File: src/hdl/cache_pkg.sv
package cache_pkg;

    // Processor word and cache line geometry
    localparam int WORD_W     = 16;
    localparam int LINE_WORDS = 4;
    localparam int LINE_W     = WORD_W * LINE_WORDS;

    // Word address fields: tag | index | offset
    localparam int OFF_LSB = 0;
    localparam int OFF_MSB = 1;
    localparam int IDX_BIT = 2;
    localparam int TAG_LSB = 3;
    localparam int TAG_W   = 13;

    localparam int NUM_SETS = 2;
    localparam int NUM_WAYS = 2;

    // Request level rise to ready pulse, in cycles
    localparam int MEM_LATENCY = 4;

    // Controller state encodings
    localparam int ST_W = 3;
    localparam logic [ST_W-1:0] ST_IDLE    = 3'd0;
    localparam logic [ST_W-1:0] ST_LOOKUP  = 3'd1;
    localparam logic [ST_W-1:0] ST_WAIT_WR = 3'd2;
    localparam logic [ST_W-1:0] ST_FILL    = 3'd3;
    localparam logic [ST_W-1:0] ST_WORD_WR = 3'd4;

    // One cache line, seen either as a memory beat or as words
    // Word 0 occupies the low 16 bits
    typedef union packed {
        logic [LINE_W-1:0]                  raw;
        logic [LINE_WORDS-1:0][WORD_W-1:0]  words;
    } line_t;

endpackage
File: src/hdl/cache_store.sv
module cache_store (
    input  logic                         clk,
    input  logic                         i_arst_n,
    input  logic [cache_pkg::WORD_W-1:0] i_addr,
    input  logic                         i_fill,
    input  cache_pkg::line_t             i_fill_line,
    input  logic                         i_touch,
    input  logic                         i_merge,
    input  logic [cache_pkg::WORD_W-1:0] i_merge_word,
    output logic                         o_hit,
    output cache_pkg::line_t             o_hit_line
);
    import cache_pkg::*;

    // Tag and line arrays, indexed [set][way]
    logic [NUM_WAYS-1:0] valid_q [NUM_SETS];
    logic [TAG_W-1:0]    tag_q   [NUM_SETS][NUM_WAYS];
    line_t               data_q  [NUM_SETS][NUM_WAYS];
    // Per set, the way that was used least recently
    logic [NUM_SETS-1:0] lru_q;

    logic                     idx;
    logic [TAG_W-1:0]         tag;
    logic [OFF_MSB-OFF_LSB:0] off;
    logic [NUM_WAYS-1:0]      way_hit;
    logic                     hit_way;
    logic                     victim;

    assign idx = i_addr[IDX_BIT];
    assign tag = i_addr[TAG_LSB +: TAG_W];
    assign off = i_addr[OFF_MSB:OFF_LSB];

    // Compare both ways of the indexed set
    always_comb begin
        for (int w = 0; w < NUM_WAYS; w++) begin
            way_hit[w] = valid_q[idx][w] && (tag_q[idx][w] == tag);
        end
    end

    assign o_hit      = |way_hit;
    assign hit_way    = way_hit[1];
    assign o_hit_line = data_q[idx][hit_way];

    // Victim choice: an empty way wins, then the LRU way
    always_comb begin
        if (!valid_q[idx][0]) begin
            victim = 1'b0;
        end else if (!valid_q[idx][1]) begin
            victim = 1'b1;
        end else begin
            victim = lru_q[idx];
        end
    end

    // Valid and LRU state
    always_ff @(posedge clk or negedge i_arst_n) begin
        if (!i_arst_n) begin
            for (int s = 0; s < NUM_SETS; s++) begin
                valid_q[s] <= '0;
            end
            lru_q <= '0;
        end else if (i_fill) begin
            valid_q[idx][victim] <= 1'b1;
            // New line becomes most recent
            lru_q[idx] <= ~victim;
        end else if (i_touch || i_merge) begin
            lru_q[idx] <= ~hit_way;
        end
    end

    // Tags and line data
    always_ff @(posedge clk) begin
        if (i_fill) begin
            tag_q[idx][victim]  <= tag;
            data_q[idx][victim] <= i_fill_line;
        end else if (i_merge) begin
            // Write hit keeps the line valid with the new word in place
            data_q[idx][hit_way].words[off] <= i_merge_word;
        end
    end

    // A fill must never duplicate a tag already resident in the set
    for (genvar s = 0; s < NUM_SETS; s++) begin : g_tag_chk
        a_unique_tag: assert property (
            @(posedge clk) disable iff (!i_arst_n)
            !(valid_q[s][0] && valid_q[s][1] && (tag_q[s][0] == tag_q[s][1]))
        );
    end

endmodule

File: config.mk
export PLATFORM = sky130hd
export DESIGN_NAME = cache_store
export DESIGN_NICKNAME = d
export VERILOG_FILES = /design/src/hdl/cache_pkg.sv /design/src/hdl/cache_store.sv
export SDC_FILE = /design/constraint.sdc
export NUM_CORES = 1
export LEC_CHECK = 0
export BUFFER_PORTS_ARGS = -buffer_cell sky130_fd_sc_hd__buf_4
export CORE_MARGIN = 1
export CORE_UTILIZATION = 40
export CTS_BUF_LIST = sky130_fd_sc_hd__clkbuf_4 sky130_fd_sc_hd__clkbuf_8
export CTS_CLUSTER_SIZE = 28
export DETAILED_ROUTE_END_ITERATION = 12
export SYNTH_ARGS = -nofsm -noshare
export SYNTH_HDL_FRONTEND = slang
export SYNTH_SLANG_ARGS = --single-unit
File: constraint.sdc
create_clock -name clk -period 4.65 [get_ports clk]
set_input_delay 1.1625 -clock clk [delete_from_list [all_inputs] [get_ports clk]]
set_output_delay 1.1625 -clock clk [all_outputs]
set_load 0.03 [all_outputs]
Word-level counts from Yosys, hierarchy flattened --
Memory sizes are Yosys's and may differ from the RTL's. Cells that the tools add are included.
Word-level totals: register bits after elaboration 6, bits in writable memories 308, bits of input ports 101, output and inout bits 65, logic and storage cells 326, memories 2
Operators by class: $lt $le $gt $ge 12, equality and inequality tests 2, mux-type cells 162, bitwise operators 134, reduce and logical (&&, ||, !) cells 11
Memory list:
- data_q | depth 2, width 128, read ports 1, clocked after Yosys merged registers in 0, write ports 1, RTL line cache_store.sv:18 | line_t data_q [NUM_SETS][NUM_WAYS];
- tag_q | depth 2, width 26, read ports 1, clocked after Yosys merged registers in 0, write ports 1, RTL line cache_store.sv:17 | logic [TAG_W-1:0] tag_q [NUM_SETS][NUM_WAYS];
Operators by type and width (number):
- $mux W64 | 5
- $mux W128 | 2
- $mux W1 | 137
- $demux W64 S1 | 2
- $or A1 B1 Y1 | 128
- $demux W16 S2 | 1
- $eq A13 B13 Y1 | 2
- $mux W26 | 1
- $mux W16 | 1
- $demux W13 S1 | 1
- $mux W13 | 1
- $mux W2 | 6
- $logic_and A1 B1 Y1 | 8
- $ge A2 B2 Y1 const B | 3
- $lt A2 B1 Y1 const B | 3
- $not A1 Y2 | 3
- $bwmux W2 | 2
- $lt A1 B2 Y1 const B | 2
- $or A4 B4 Y4 | 1
- $lt A2 B3 Y1 const B | 1
- $demux W1 S1 | 2
- $demux W2 S1 | 1
- $ge A1 B1 Y1 const B | 2
- $ge A2 B1 Y1 const B | 1
- other kinds (4) | 5

Longest topological paths before layout --
word-level depth 13, gate-level depth with buffers 11, depth with buffers taken out 6

Least setup slack after synthesis --
No wires, ideal clock.
path type input port to output port, start input i_addr[2] (netlist name), end output o_hit_line[48] (netlist name), arrival 3.272 ns, required time 3.488 ns, setup slack 0.215 ns, stages on the path 6, path buffers 4, cell sequence buf_6 buf_6 inv_2 clkbuf_1 buf_1 mux4_2
RTL lines:
- from (decl) | RTL line cache_store.sv:4 | input logic [cache_pkg::WORD_W-1:0] i_addr,
- to (decl) | RTL line cache_store.sv:11 | output cache_pkg::line_t o_hit_line

==> results by group <==
Setup path
  • Worst setup path endpoint: o_hit_line[52]
  • Worst-case reg-to-reg path depth: 9
  • CP endpoint kind: primary output
  • Req. time, crit path: ~3.5 ns
  • Path type of the worst setup path: in2out
  • Crit path launch: i_addr[2]
  • R2R Path End: data_q[0][12]
  • CP Max Fanout: 23
  • Startpoint type of the worst setup path: input pin
  • Worst Path Arrival: between 3 and 4 ns
  • Reg-to-reg startpoint: tag_q[0][12]
  • Internal reg-to-reg setup slack: 1.64 ns

Timing
  • Final Skew: approximately 0.037 ns
  • Peak Freq: approximately 230 MHz
  • RSZ-0062 raised after global routing: no
  • Relative slew slack: around a quarter
  • Fin worst setup slack: ~0.23 ns
  • Fin. max-slew vios: 0
  • Setup TNS: 0 ns
  • Hold Fails Final Rpt: 0
  • Final period util: roughly 95%
  • Setup violations, final: 0
  • Tmin final: ~4.4 ns
  • Worst-Margin Slew: 1.15 ns

Job
  • Max-cap viol count: 0

Die
  • Die W: 186 µm
  • FP Rows: 66
  • Initial core utilization: between 40% and 50%
  • Io pins: about 170
  • Die height: roughly 190 µm
  • DIE AREA: 34400 µm²
  • Area of the core: ~33000 µm²

Clocking
  • CTS tree: built
  • Clk sink count: around 310
  • Number of H-tree levels: 2
  • Post-CTS Hold Fix Bufs: 0
  • TritonCTS Buffers: 52
  • Worst-path clk slew: 0.07 ns
  • Clk buf depth: 3
  • Post-cts resize count: 0
  • Post-CTS Setup Inserts: 0
  • Root buffer cell: clkbuf_8
  • Clk_lat worst skew: about 0.58 ns

Detailed routing
  • 1st-pass router iterations: 5
  • Final ANT Viol Nets: 0
  • Via count: about 7200
  • Vias/cell: roughly 5.2
  • Total wire length: between 30000 and 40000 µm
  • Drt drc: 0
  • DR iter-0 viols: 493
  • DR WL/cell: between 20 and 25 µm

Power
  • Leak: around 0.006 µW
  • Worst vdd ir: approximately 210 µV
  • Pwr/cell area: 386 nW/µm²

Placement
  • Hpwl dp: about 21000 µm
  • Setup WS pre-CTS: 0.112 ns
  • Number of port buffers: between 150 and 200
  • RePlAce Congestion: between 0.7 and 0.8

Global routing
  • Global Route Usage Sum: between 10% and 20%
  • Global-route wire length before repair: about 46000 µm
  • Most crowded layer after global routing: met2
  • Number of antenna violations at the first check in global routing: 4
  • Met1 Resource Use GR: about a quarter
  • Remaining global-route overflow: 0
  • Pin count of the biggest net entering global routing: 37
  • Met2 Resource Use GR: 30.7%
  • GR Util met3: 4.28%
  • Vias in the first global route: around 7500

Synthesis
  • Cells after Synth: 673
  • Mean area per synthesized cell: approximately 20 µm²
  • Register area share after synthesis: 69.7%
  • Post-synth top cells: 308 x edfxtp_1, 112 x mux2_2, 64 x mux4_2
  • Largest cells by area after synthesis: edfxtp_1 69%, mux4_2 11%, mux2_2 9.4%, mux2i_1 1.9%, mux2_4 1.8%
  • Yosys top cell area share: 68.6%
  • Count leader, synth: edfxtp_1
  • Ys async rst share: under 10%
  • EDFF count, synth: 308
  • Yosys cell types: 41
  • Primary FF master, synth: edfxtp_1
  • Post-synthesis cell area: ~13000 µm²
  • YS warnings: 0
  • Yosys reg bits: between 300 and 400
  • Post-Syn Nets: about 770
  • Post-synth top area cell: edfxtp_1

Hold path
  • Hold Path Class: in2async

Layout
  • Share of layout cells above drive strength 1: a little over half
  • Area growth from synthesis to layout: 23.2%
  • Nets: approximately 1000
  • Final Util: roughly 51%

Status
  • Status: finished, final reports clean
==> stage by stage <==
step / total power (µW) / cell area, µm² / hold slack (ns) / instances
after global routing: 6650 / 16600 / 0.345 / 1386
after floorplan: 3730 / 13500 / 0.436 / 673
final: 6400 / 16600 / 0.373 / 1387
after global placement: 4030 / 15500 / 0.464 / 1289
after detailed placement: 4040 / 15500 / 0.472 / 1289
after CTS: 6480 / 16600 / 0.338 / 1385
==> cell type report <==
class                           instances  area (µm²)
Timing Repair Buffer                  208        1650
Inverter                                7        28.8
Antenna cell                            2        5.00
Multi-Input combinational cell        318        3900
Sequential cell                       314        9400
Fill cell                            2805       16300
Tap cell                              442         553
Clock buffer                           81         958
Clock inverter                         15         104
==> power by group <==
group          switching (µW)  internal [µW]  leakage (µW)
sequential               29.1           3270       0.00289
clock                    1070           1370      0.000569
combinational             380            285       0.00249
total                    1480           4930       0.00595
==> how the worst min path moves through the flow <==
stage                            end  slack [ns]  depth (start not counted)
after floorplan           valid_q[3]        0.44                          2
after global placement    valid_q[3]        0.46                          2
after detailed placement  valid_q[3]        0.47                          2
after CTS                   lru_q[0]        0.34                          1
after global routing        lru_q[0]        0.34                          1
final                       lru_q[0]        0.37                          1
==> critical path, cell delays in order <==
cell and delay, ns:
buf_6 0.24, mux2i_1 0.25, xnor2_1 0.12, nor4_2 0.32
nand4_1 0.20, buf_12 0.22, buf_12 0.18, mux4_2 0.34
buf_4 0.20
==> cell families after synthesis <==
logic type             Yosys count  synth area share (%)
flip-flops                     314                  69.7
multiplexers                   217                  23.7
AND/OR/NAND/NOR                 42                  1.86
buffers and inverters           41                  1.49
AO/OA/AOI/OAI                   31                  1.39
XOR/XNOR                        28                  1.82
==> registers in the layout (all words and copies together) (netlist names) <==
name     flops
data_q     256
tag_q       52
valid_q      4
lru_q        2
==> layout by cell type, fill, tap and decap left out, types with 8 or more instances in the layout <==
master,Yosys,layout
xnor2_1,24,24
buf_4,2,200
a21oi_1,15,8
mux2i_1,25,25
clkbuf_8,0,56
mux4_2,64,64
mux2_2,112,112
mux2_4,16,16
edfxtp_1,308,308
clkbuf_4,0,25
==> layer usage <==
metal  vias to the layer above  share of wire [%]
met4                         4                2.0
met3                        60                6.2
met2                       214                 48
met5                         -              0.079
met1                      3657                 43
li1                       3233                  -
(Power assumes the default switching activity.)
