### src/hdl/cache_pkg.sv
package cache_pkg;

    // Processor word and cache line geometry
    localparam int WORD_W     = 16;
    localparam int LINE_WORDS = 4;
    localparam int LINE_W     = WORD_W * LINE_WORDS;

    // Word address fields: tag | index | offset
    localparam int OFF_LSB = 0;
    localparam int OFF_MSB = 1;
    localparam int IDX_BIT = 2;
    localparam int TAG_LSB = 3;
    localparam int TAG_W   = 13;

    localparam int NUM_SETS = 2;
    localparam int NUM_WAYS = 2;

    // Request level rise to ready pulse, in cycles
    localparam int MEM_LATENCY = 4;

    // Controller state encodings
    localparam int ST_W = 3;
    localparam logic [ST_W-1:0] ST_IDLE    = 3'd0;
    localparam logic [ST_W-1:0] ST_LOOKUP  = 3'd1;
    localparam logic [ST_W-1:0] ST_WAIT_WR = 3'd2;
    localparam logic [ST_W-1:0] ST_FILL    = 3'd3;
    localparam logic [ST_W-1:0] ST_WORD_WR = 3'd4;

    // One cache line, seen either as a memory beat or as words
    // Word 0 occupies the low 16 bits
    typedef union packed {
        logic [LINE_W-1:0]                  raw;
        logic [LINE_WORDS-1:0][WORD_W-1:0]  words;
    } line_t;

endpackage
### src/hdl/cache_ctrl.sv
module cache_ctrl (
    input  logic                         clk,
    input  logic                         i_arst_n,
    input  logic                         i_read,
    input  logic                         i_write,
    input  logic [cache_pkg::WORD_W-1:0] i_addr,
    input  logic [cache_pkg::WORD_W-1:0] i_wdata,
    input  logic                         i_hit,
    input  cache_pkg::line_t             i_hit_line,
    input  cache_pkg::line_t             i_mem_rdata,
    input  logic                         i_mem_ready,
    output logic [cache_pkg::WORD_W-1:0] o_rdata,
    output logic                         o_ready,
    output logic [cache_pkg::WORD_W-1:0] o_lookup_addr,
    output logic                         o_fill,
    output logic                         o_touch,
    output logic                         o_merge,
    output logic [cache_pkg::WORD_W-1:0] o_merge_word,
    output logic                         o_mem_read,
    output logic                         o_mem_write,
    output logic                         o_mem_line,
    output logic [cache_pkg::WORD_W-1:0] o_mem_addr,
    output cache_pkg::line_t             o_mem_wdata
);
    import cache_pkg::*;

    logic [ST_W-1:0]          state_q;
    // Background line write still waiting for its ready pulse
    logic                     wr_pending_q;

    // Latched request
    logic [WORD_W-1:0]        req_addr_q;
    logic [WORD_W-1:0]        req_wdata_q;
    logic                     req_write_q;

    logic [OFF_MSB-OFF_LSB:0] req_off;
    logic [WORD_W-1:0]        line_addr;
    line_t                    merged_line;
    logic                     accept;
    logic                     in_lookup;
    logic                     mem_free;
    logic                     read_hit;
    logic                     start_word;
    logic                     start_fill;

    assign req_off   = req_addr_q[OFF_MSB:OFF_LSB];
    assign line_addr = {req_addr_q[WORD_W-1:OFF_MSB+1], {(OFF_MSB + 1){1'b0}}};

    // Hit line with the new word dropped in, sent as the write-through beat
    always_comb begin
        merged_line = i_hit_line;
        merged_line.words[req_off] = req_wdata_q;
    end

    assign accept    = o_ready && (i_read || i_write);
    assign in_lookup = (state_q == ST_LOOKUP);
    // Memory can take a new request only with no line write in flight
    assign mem_free  = in_lookup && !wr_pending_q;

    assign read_hit   = in_lookup && i_hit && !req_write_q;
    assign start_word = mem_free && !i_hit && req_write_q;
    assign start_fill = mem_free && !i_hit && !req_write_q;

    // Store strobes
    assign o_lookup_addr = req_addr_q;
    assign o_touch       = read_hit;
    assign o_merge       = mem_free && i_hit && req_write_q;
    assign o_merge_word  = req_wdata_q;
    assign o_fill        = (state_q == ST_FILL) && i_mem_ready;

    always_ff @(posedge clk or negedge i_arst_n) begin
        if (!i_arst_n) begin
            state_q      <= ST_IDLE;
            o_ready      <= 1'b1;
            wr_pending_q <= 1'b0;
            o_mem_read   <= 1'b0;
            o_mem_write  <= 1'b0;
        end else begin
            // Background line write completes in any state
            if (wr_pending_q && i_mem_ready) begin
                wr_pending_q <= 1'b0;
                o_mem_write  <= 1'b0;
            end

            case (state_q)
                ST_IDLE: begin
                    if (accept) begin
                        o_ready <= 1'b0;
                        state_q <= ST_LOOKUP;
                    end
                end
                ST_LOOKUP: begin
                    if (read_hit) begin
                        o_ready <= 1'b1;
                        state_q <= ST_IDLE;
                    end else if (o_merge) begin
                        // Write hit, line goes out in the background
                        o_mem_write  <= 1'b1;
                        wr_pending_q <= 1'b1;
                        o_ready      <= 1'b1;
                        state_q      <= ST_IDLE;
                    end else if (start_word) begin
                        o_mem_write <= 1'b1;
                        state_q     <= ST_WORD_WR;
                    end else if (start_fill) begin
                        o_mem_read <= 1'b1;
                        state_q    <= ST_FILL;
                    end else if (!i_mem_ready) begin
                        state_q <= ST_WAIT_WR;
                    end
                    // Pulse right now: level drops this edge, look up again next cycle
                end
                ST_WAIT_WR: begin
                    if (i_mem_ready) begin
                        state_q <= ST_LOOKUP;
                    end
                end
                ST_FILL: begin
                    if (i_mem_ready) begin
                        o_mem_read <= 1'b0;
                        o_ready    <= 1'b1;
                        state_q    <= ST_IDLE;
                    end
                end
                ST_WORD_WR: begin
                    if (i_mem_ready) begin
                        o_mem_write <= 1'b0;
                        o_ready     <= 1'b1;
                        state_q     <= ST_IDLE;
                    end
                end
                default: begin
                    state_q <= ST_IDLE;
                end
            endcase
        end
    end

    // Request latch, read data and memory request payload
    always_ff @(posedge clk) begin
        if (accept) begin
            req_addr_q  <= i_addr;
            req_wdata_q <= i_wdata;
            req_write_q <= i_write;
        end
        if (read_hit) begin
            o_rdata <= i_hit_line.words[req_off];
        end else if (o_fill) begin
            o_rdata <= i_mem_rdata.words[req_off];
        end
        if (o_merge) begin
            o_mem_line  <= 1'b1;
            o_mem_addr  <= line_addr;
            o_mem_wdata <= merged_line;
        end else if (start_word) begin
            // Single word in the low bits, unaligned address
            o_mem_line      <= 1'b0;
            o_mem_addr      <= req_addr_q;
            o_mem_wdata.raw <= LINE_W'(req_wdata_q);
        end else if (start_fill) begin
            o_mem_line <= 1'b1;
            o_mem_addr <= line_addr;
        end
    end

    a_mem_excl: assert property (
        @(posedge clk) disable iff (!i_arst_n)
        !(o_mem_read && o_mem_write)
    );

    // An outstanding request holds until memory answers it
    a_mem_hold: assert property (
        @(posedge clk) disable iff (!i_arst_n)
        (o_mem_read || o_mem_write) && !i_mem_ready
        |=> $stable({o_mem_read, o_mem_write, o_mem_line, o_mem_addr})
    );

    a_ready_idle: assert property (
        @(posedge clk) disable iff (!i_arst_n)
        (state_q != ST_IDLE) |-> !o_ready
    );

endmodule

### config.mk
export PLATFORM = sky130hd
export DESIGN_NAME = cache_ctrl
export DESIGN_NICKNAME = d
export VERILOG_FILES = /design/src/hdl/cache_pkg.sv /design/src/hdl/cache_ctrl.sv
export SDC_FILE = /design/constraint.sdc
export NUM_CORES = 1
export LEC_CHECK = 0
export BUFFER_PORTS_ARGS = -buffer_cell sky130_fd_sc_hd__buf_2
export CORE_MARGIN = 5
export CORE_UTILIZATION = 43
export CTS_BUF_LIST = sky130_fd_sc_hd__clkbuf_2 sky130_fd_sc_hd__clkbuf_4 sky130_fd_sc_hd__clkbuf_8
export DETAILED_ROUTE_END_ITERATION = 10
export GPL_ROUTABILITY_DRIVEN = 0
export GPL_TIMING_DRIVEN = 1
export PLACE_DENSITY = 0.78
export SLEW_MARGIN = 25
export SYNTH_ARGS = -nofsm -noshare
export SYNTH_HDL_FRONTEND = slang
export SYNTH_SLANG_ARGS = --single-unit
### constraint.sdc
create_clock -name clk -period 2.7 [get_ports clk]
set_clock_uncertainty 0.05 [all_clocks]
set_input_delay 0.27 -clock clk [delete_from_list [all_inputs] [get_ports clk]]
set_output_delay 0.27 -clock clk [all_outputs]
set_load 0.05 [all_outputs]
* After elaboration in Yosys (flattened, before gate mapping) *
Cells that the tools add are included.

storage, ports and cells
  register bits after elaboration = 137

cells by class
  $lt $le $gt $ge = 2
  equality and inequality tests = 14
  muxes and demuxes = 45
  reduce and logical (&&, ||, !) cells = 27

operators by type and width
  cell                                                                           count
  16-bit 2-to-1 mux                                                              8
  64-bit 2-to-1 mux                                                              2
  16-bit binary-select mux with 2-bit select                                     2
  64-bit bitwise mux                                                             1
  16-bit demux with 2-bit select                                                 1
  3-bit 2-to-1 mux                                                               8
  1-bit 2-to-1 mux                                                               19
  1-bit logical AND                                                              12
  2-bit != test (second input constant)                                          6
  3-bit case mux with 4 select lines                                             1
  4-bit AND reduction                                                            2
  2-bit nonzero test                                                             4
  3-bit by 2-bit == test with 1-bit output (second input constant)               2
  6-bit by 4-bit != test with 1-bit output (second input constant)               1
  6-bit AND reduction                                                            1
  3-bit nonzero test                                                             2
  2-bit by 1-bit != test with 1-bit output (second input constant)               2
  1-bit case mux with 2 select lines                                             2
  3-bit by 1-bit == test with 1-bit output (second input constant)               1
  3-bit == test (second input constant)                                          1
  1-bit zero test                                                                3
  3-bit zero test                                                                1
  2-bit by 3-bit less-than comparator with 1-bit output (second input constant)  1
  3-bit != test (second input constant)                                          1
  4 further kinds                                                                4

* Longest topological paths before layout *
Gate-level depths: netlist of the first run.

  depth in word-level cells = 9
  gate-level depth with buffers = 6
  depth with buffers taken out = 5

* Worst setup path before layout of the first run *
OpenSTA, ideal clock, no wires.

  kind = register to register
  start point = register state_q[1]
  end point = register o_mem_wdata[0] (netlist name), enable pin
  arrival time = 2.356 ns
  slack = -0.135 ns
  stages on the path, launching flop included = 4
  clock period less this slack = 2.835 ns
  path through = dfrtp_1 buf_6 nor3b_4 and3_1

on the way
  cells in the longest elaborated chain, start to end = 5
  elaborated cells on any way between the ends = 7
  classes of those cells = 1 x eq/ne; 6 x reduce/logical

RTL lines
  element                                            line                                source
  start, declared                                    cache_ctrl.sv:27                    logic [ST_W-1:0] state_q;
  start signal, assigned                             cache_ctrl.sv:73                    state_q <= ST_IDLE;
  start signal, assigned                             cache_ctrl.sv:89                    state_q <= ST_LOOKUP;
  start signal, assigned                             cache_ctrl.sv:95                    state_q <= ST_IDLE;
  3-bit by 1-bit == test with 1-bit output *         cache_ctrl.sv:56                    assign in_lookup = (state_q == ST_LOOKUP);
  1-bit logical AND *                                cache_ctrl.sv:58                    assign mem_free = in_lookup && !wr_pending_q;
  1-bit logical AND (on tied branches) (2 in a row)  cache_ctrl.sv:67, cache_ctrl.sv:61
  2-bit nonzero test (no source line) *              n/a
  end signal, assigned                               cache_ctrl.sv:154                   o_mem_wdata <= merged_line;
  end, declared                                      cache_ctrl.sv:23                    output cache_pkg::line_t o_mem_wdata

Mark *: on every way between the ends. The rest lies on a longest branch, timed or not.
A chain may end at the register's enable or synchronous reset.

* Final worst setup path of the first run *
  start point = register state_q[1]
  end point = output port o_merge

on the way
  cells in the longest elaborated chain, start to end = 4

RTL lines
  element                                   line              source
  3-bit by 1-bit == test with 1-bit output  cache_ctrl.sv:56
  1-bit logical AND                         cache_ctrl.sv:58
  1-bit logical AND (2 in a row)            cache_ctrl.sv:67  assign o_merge = mem_free && i_hit && req_write_q;
  end, declared                             cache_ctrl.sv:17  output logic o_merge,

Every way passes these cells.

==> results of run 1 <==
==> critical path, cell delays in order (launching register included) <==
cell and delay (ns):
dfrtp_1 0.50, nor3b_4 0.35, nand4_2 0.20, buf_4 0.35
inv_1 0.10, buf_2 0.26
==> flip-flops by register name, summed over array words and instances, names as in the netlist <==
name	cells
state_q	3
o_mem_write	1
wr_pending_q	1
o_ready	1
req_write_q	1
o_rdata	16
o_merge_word	16
o_mem_line	1
o_mem_wdata	64
o_mem_read	1
o_lookup_addr	16
o_mem_addr	16
==> power groups by stage <==
| stage | Combinational, W | Clock, W | Sequential [W] |
|---|---|---|---|
| 2_1_floorplan | 0.00132 | 0 | 0.00518 |
| 3_3_place_gp | 0.00404 | 0 | 0.00351 |
| 3_5_place_dp | 0.00412 | 0 | 0.00353 |
| 4_1_cts | 0.00417 | 0.00200 | 0.00349 |
| 5_1_grt | 0.00435 | 0.00210 | 0.00356 |
| 6_report | 0.00414 | 0.00197 | 0.00349 |
==> cells by family after synthesis <==
family                 count (synthesis)  synth area share (%)
and+or+nand+nor                      131                 9.531
AOI/OAI and AO/OA                     61                 5.275
buffers and inverters                 38                 2.757
muxes                                 67                 17.76
DFF                                  137                 64.68
==> timing repair <==
action / in CTS / in global routing
gates resized for setup: 0 / 1
endpoints found under the hold margin: 40 / 0
hold buffers: 34 / 0
endpoints found under the setup margin: 0 / 1
==> metal layers <==
metal	vias to the layer above	GRT usage [%]	wire length, um
met3	47	6.301	2125
met1	2469	28.11	7404
met5	-	0	0
met2	321	41.10	10570
met4	0	9.195	619
li1	2306	-	-
==> final timing paths <==
path                                                 start                   endpoint  depth (start not counted)
min in group asynchronous                         i_arst_n     o_mem_read$_DFFE_PN0P_                          2
worst min-delay path                                 i_hit     o_mem_read$_DFFE_PN0P_                          2
max in group asynchronous                         i_arst_n        o_ready$_DFFE_PN1P_                          2
worst max-delay path                state_q[1]$_DFFE_PN0P_                    o_merge                          5
worst min register to register  o_lookup_addr[4]$_DFFE_PP_    o_mem_addr[4]$_DFFE_PP_                          0
worst max register to register      state_q[1]$_DFFE_PN0P_  o_mem_wdata[13]$_DFFE_PP_                          4
==> cell type report <==
type	count	area [um2]	share of cell area [%]
antenna	2	5.005	0.05700
clock buffer	17	234.0	2.665
clock inverter	15	230.2	2.622
inverter	6	22.52	0.2565
multi-input combinational	259	2047	23.31
sequential	137	4051	46.15
tap	184	230.2	2.622
timing repair buffer	348	1959	22.32
==> placed cells by master (no fill, tap or decap), types with 2 or more instances in the layout <==
cell | Yosys | layout
buf_2 | 9 | 300
edfxtp_1 | 127 | 127
nand2_1 | 100 | 100
a21oi_1 | 52 | 52
dlygate4sd3_1 | 0 | 34
mux4_2 | 32 | 32
mux2_2 | 23 | 23
clkbuf_8 | 0 | 17
buf_4 | 1 | 13
mux2_1 | 10 | 10
inv_1 | 6 | 6
nor2_1 | 6 | 6
bufinv_16 | 0 | 6
dfrtp_1 | 6 | 5
nand2b_1 | 3 | 3
clkinv_1 | 0 | 3
clkinv_2 | 0 | 3
dfxtp_1 | 3 | 3
diode_2 | 0 | 2
nand3_1 | 2 | 2
and2_1 | 2 | 2
nor2b_2 | 0 | 2
mux2i_1 | 2 | 2
a22o_1 | 2 | 2
clkinvlp_4 | 0 | 2
==> per-stage QoR <==
step / hold WS, ns / std cells
after floorplan: -0.07559 / 434
after global placement: 0.05946 / 900
after detailed placement: 0.06446 / 900
after CTS: 0.05498 / 966
after global routing: 0.06191 / 968
final: 0.07679 / 968
==> impl_metrics.ini, run 1 <==
[run_status]
status = finished clean

[global_routing]
gr-usage-all-layers_pct = 23.66
overflow = 0
grt_pass1_vias = 5402
grt_max_degree = 51
grt_pass1_wl_mm = 29.91
antenna_found_initial = 2

[cts]
cts_max_level = 4
clk_pin_slew_ns = 0.08
clock_latency_ns = 0.44
cts_setup_buffers = 0
cts-root-buf = clkbuf_8
clock_path_buffers = 2
cts_buffers = 17
cts_tree = yes
clock-sinks = 137

[yosys]
synthTopCellsByCount = edfxtp_1 (127), nand2_1 (100), a21oi_1 (52)
ys_warn_count = 0
synth_cell_type_count = 43
synth_area_leaders = edfxtp_1 (61%), mux4_2 (12%), nand2_1 (6.0%), a21oi_1 (4.2%), mux2_2 (4.1%)
mappedNetlistArea_um2 = 6262
synthCells = 434
synth.avg_cell_area_um2 = 14.43
synth_fp_nets = 600
async_flop_share_pct = 5.109
synth.most_common_cell = edfxtp_1
yosys.area.top_type = edfxtp_1
netlist.area_leader.share_pct = 60.90
yosys_most_used_dff = edfxtp_1
synth-edff-count = 127
yosysSeqAreaShare_pct = 64.68
synth_seq_cells = 137

[power]
seq_power_share_pct = 36.4
p_int_w = 0.005406
power_switching_share_pct = 43.73
leakage_nw = 3.741
power_frac_clock_pct = 20.5
vdd_drop_max_v = 0.0007202
powerDensity_nw_per_um2 = 1094
combPwrFrac_pct = 43.1
power.total_w = 0.009607
switchingPower_w = 0.004202

[finish]
fillCellCount = 1142
utilization_pct = 60.87
area_delta_synth_final_pct = 40.20
final_layout_size_suffix_gt1_share_pct = 52.43
layout.nets = 935
finalInstanceArea_um2 = 8780

[sta]
relSlewSlack_pct = 51.32
worst-slew-pin-transition_ns = 0.7302
hold_violations = 0
slew_violations = 0
tns_ns = 0
fin_crit_sh_pct = 93.48
setup_viol = 0
layout_setup_ws_ns = 0.1760
grt_setup_unrepaired = no
period_minus_slack_ns = 2.524
fmax_ghz = 0.3962

[worst_setup_path]
rrSetupSlack_ns = 0.39
startpoint_type = register
critPathMaxFanout = 50
required_ns = 2.38
arrival_ns = 2.20
crit_path_end_kind = primary output
criticalPathCategory = reg -> out

[placement]
preCtsSetupSlack_ns = 0.4088
placed_area_um2 = 7969
hpwl_mm = 15.54
io_buffers = 300

[detailed_routing]
first_pass_iters = 5
ant_nets = 0
drtIter0Drc = 538
viasPerCell = 5.313
wl_mm = 20.72
avgRoutedWirePerCell_um = 21.40
drc_errors = 0
vias = 5143

[die]
start_util_pct = 43.42
die-area_um2 = 17080
die_w_um = 130.7
fp.dieH_um = 130.7
ios = 301
core_area_um2 = 14420
rows = 44

[job]
cap_violations = 0

[hold_path]
min_path_type = in -> reg
Note: power is estimated with default switching activity, not from simulation.
==> run 2, diff against run 1 <==
- CORE_UTILIZATION: 43 -> 40
- PLACE_DENSITY: 0.78 -> 0.74
==> run 2 against run 1 <==
  * Final cell count is 2.3% higher
  * Sequential power hardly changed
  * Critical path type unchanged
  * Core utilization down 3.7 points
  * Combinational power is 1% higher
  * Largest cell class unchanged
==> impl_metrics.ini, run 2 (same netlist as run 1, synthesis figures left out) <==
[worst_setup_path]
required_ns = 2.38
critPathMaxFanout = 50
path_delay_family = buffers and inverters
startpoint_type = register
slowest_delay_ns = 0.52
criticalPathCategory = reg -> out
crit_buf_inv = 3
crit_path_end_kind = primary output
path_cells = nor3b_4 -> nand4_2 -> buf_4 -> inv_1 -> buf_2
critical_path.slowest_cell = dfrtp_1
arrival_ns = 2.21

[sta]
hold_violations = 0
slew_violations = 0
tns_ns = 0
fin_crit_sh_pct = 93.70
worst-slew-pin-transition_ns = 0.9877
relSlewSlack_pct = 34.15
setup_viol = 0
grt_setup_unrepaired = no
fmax_ghz = 0.3953
layout_setup_ws_ns = 0.1700
period_minus_slack_ns = 2.530

[detailed_routing]
avgRoutedWirePerCell_um = 21.17
vias = 5225
wl_mm = 20.96
drc_errors = 0
first_pass_iters = 5
drtIter0Drc = 331
viasPerCell = 5.278
ant_nets = 0

[global_routing]
overflow = 0
gr-usage-all-layers_pct = 22.36
grt_pass1_wl_mm = 30.71
antenna_found_initial = 0
grt_max_degree = 65
grt_pass1_vias = 5450

[die]
ios = 301
start_util_pct = 41.04
fp.dieH_um = 135.1
die_w_um = 135.1
die-area_um2 = 18260
rows = 45
core_area_um2 = 15260

[cts]
clock-sinks = 137
cts-root-buf = clkbuf_8
cts_buffers = 17
clock_latency_ns = 0.44
cts_max_level = 4
clock_path_buffers = 2
clk_pin_slew_ns = 0.08
post_cts_resized = 0
cts_tree = yes

[power]
leakage_nw = 3.689
vdd_drop_max_v = 0.0008045
powerDensity_nw_per_um2 = 1066

[finish]
area_delta_synth_final_pct = 39.34
layout_commonest_cell = buf_2
antenna_cells = 0
utilization_pct = 57.19
finalInstanceArea_um2 = 8726
final_layout_size_suffix_gt1_share_pct = 52.37
regMostFlops = o_mem_wdata
layout.nets = 932
largest_reg_flops = 64
layout_common_cells = buf_2 (300), edfxtp_1 (127), nand2_1 (100)

[job]
cap_violations = 0

[placement]
io_buffers = 300
placed_area_um2 = 7993
preCtsSetupSlack_ns = 0.4192
hpwl_mm = 15.43

[run_status]
status = finished clean

[hold_path]
min_path_type = in -> reg
[run 2: cell count changes in the layout (fill, tap and decap cells not counted), sizes merged]
cell      delta
clkbuf       +1
buf          -3
diode        -2
bufinv       -4
clkinvlp     +2
inv          +1
[run 2: worst reg2reg max path: stages, from the launching register on]
cell	delay [ns]
dfrtp_1	0.52
nor3b_4	0.35
nand4_2	0.18
nor2_4	0.53
mux2_2	0.40
[run 2: routing by layer]
metal / vias to the layer above / track usage [%] / part of all wire (%)
met4: 0 / 7.895 / 2.5
met5: - / 0 / 0
met3: 43 / 6.781 / 9.8
li1: 2300 / - / -
met2: 338 / 39.96 / 52
met1: 2544 / 25.30 / 35
[run 2: area by class of cell]
class                   count  area [um2]
clock inverters            14       151.4
clock buffers              18       241.5
fillers                  1272        6533
well taps                 211       264.0
flip-flops and latches    137        4050
repair buffers            345        1949
multi-input cells         259        2047
inverters                   6       22.52
[run 2: final timing paths]
check / startpoint / end / slack, ns / depth (start not counted)
hold reg to reg: o_lookup_addr[2]$_DFFE_PP_ / o_mem_addr[2]$_DFFE_PP_ / 0.41 / 0
min in group asynchronous: i_arst_n / state_q[1]$_DFFE_PN0P_ / 0.12 / 2
max in group asynchronous: i_arst_n / o_ready$_DFFE_PN1P_ / 2.24 / 2
setup reg to reg: state_q[0]$_DFFE_PN0P_ / o_mem_wdata[1]$_DFFE_PP_ / 0.41 / 4
hold / removal: i_mem_ready / state_q[1]$_DFFE_PN0P_ / 0.07 / 2
setup / recovery: state_q[0]$_DFFE_PN0P_ / o_merge / 0.17 / 5
[run 2: report_power, final]
part | internal (W) | switching, W
clock | 0.000833 | 0.000827
sequential | 0.00314 | 0.000333
combinational | 0.00109 | 0.00309
total | 0.00506 | 0.00425
[run 2: what timing repair did]
| item | 4_1_cts | 5_1_grt |
|---|---|---|
| hold buffers | 34 | 0 |
| setup buffers | 0 | 0 |
| hold endpoints to repair | 40 | 0 |
[run 2: metrics by stage]
| step | cells | total power [W] | hold WS [ns] |
|---|---|---|---|
| 4_1_cts | 990 | 0.009390 | 0.02683 |
| 3_3_place_gp | 924 | 0.007585 | 0.06499 |
| 3_5_place_dp | 924 | 0.007675 | 0.06935 |
| 5_1_grt | 990 | 0.009725 | 0.04648 |
| 2_1_floorplan | 434 | 0.006501 | -0.07559 |
| 6_report | 990 | 0.009305 | 0.07242 |
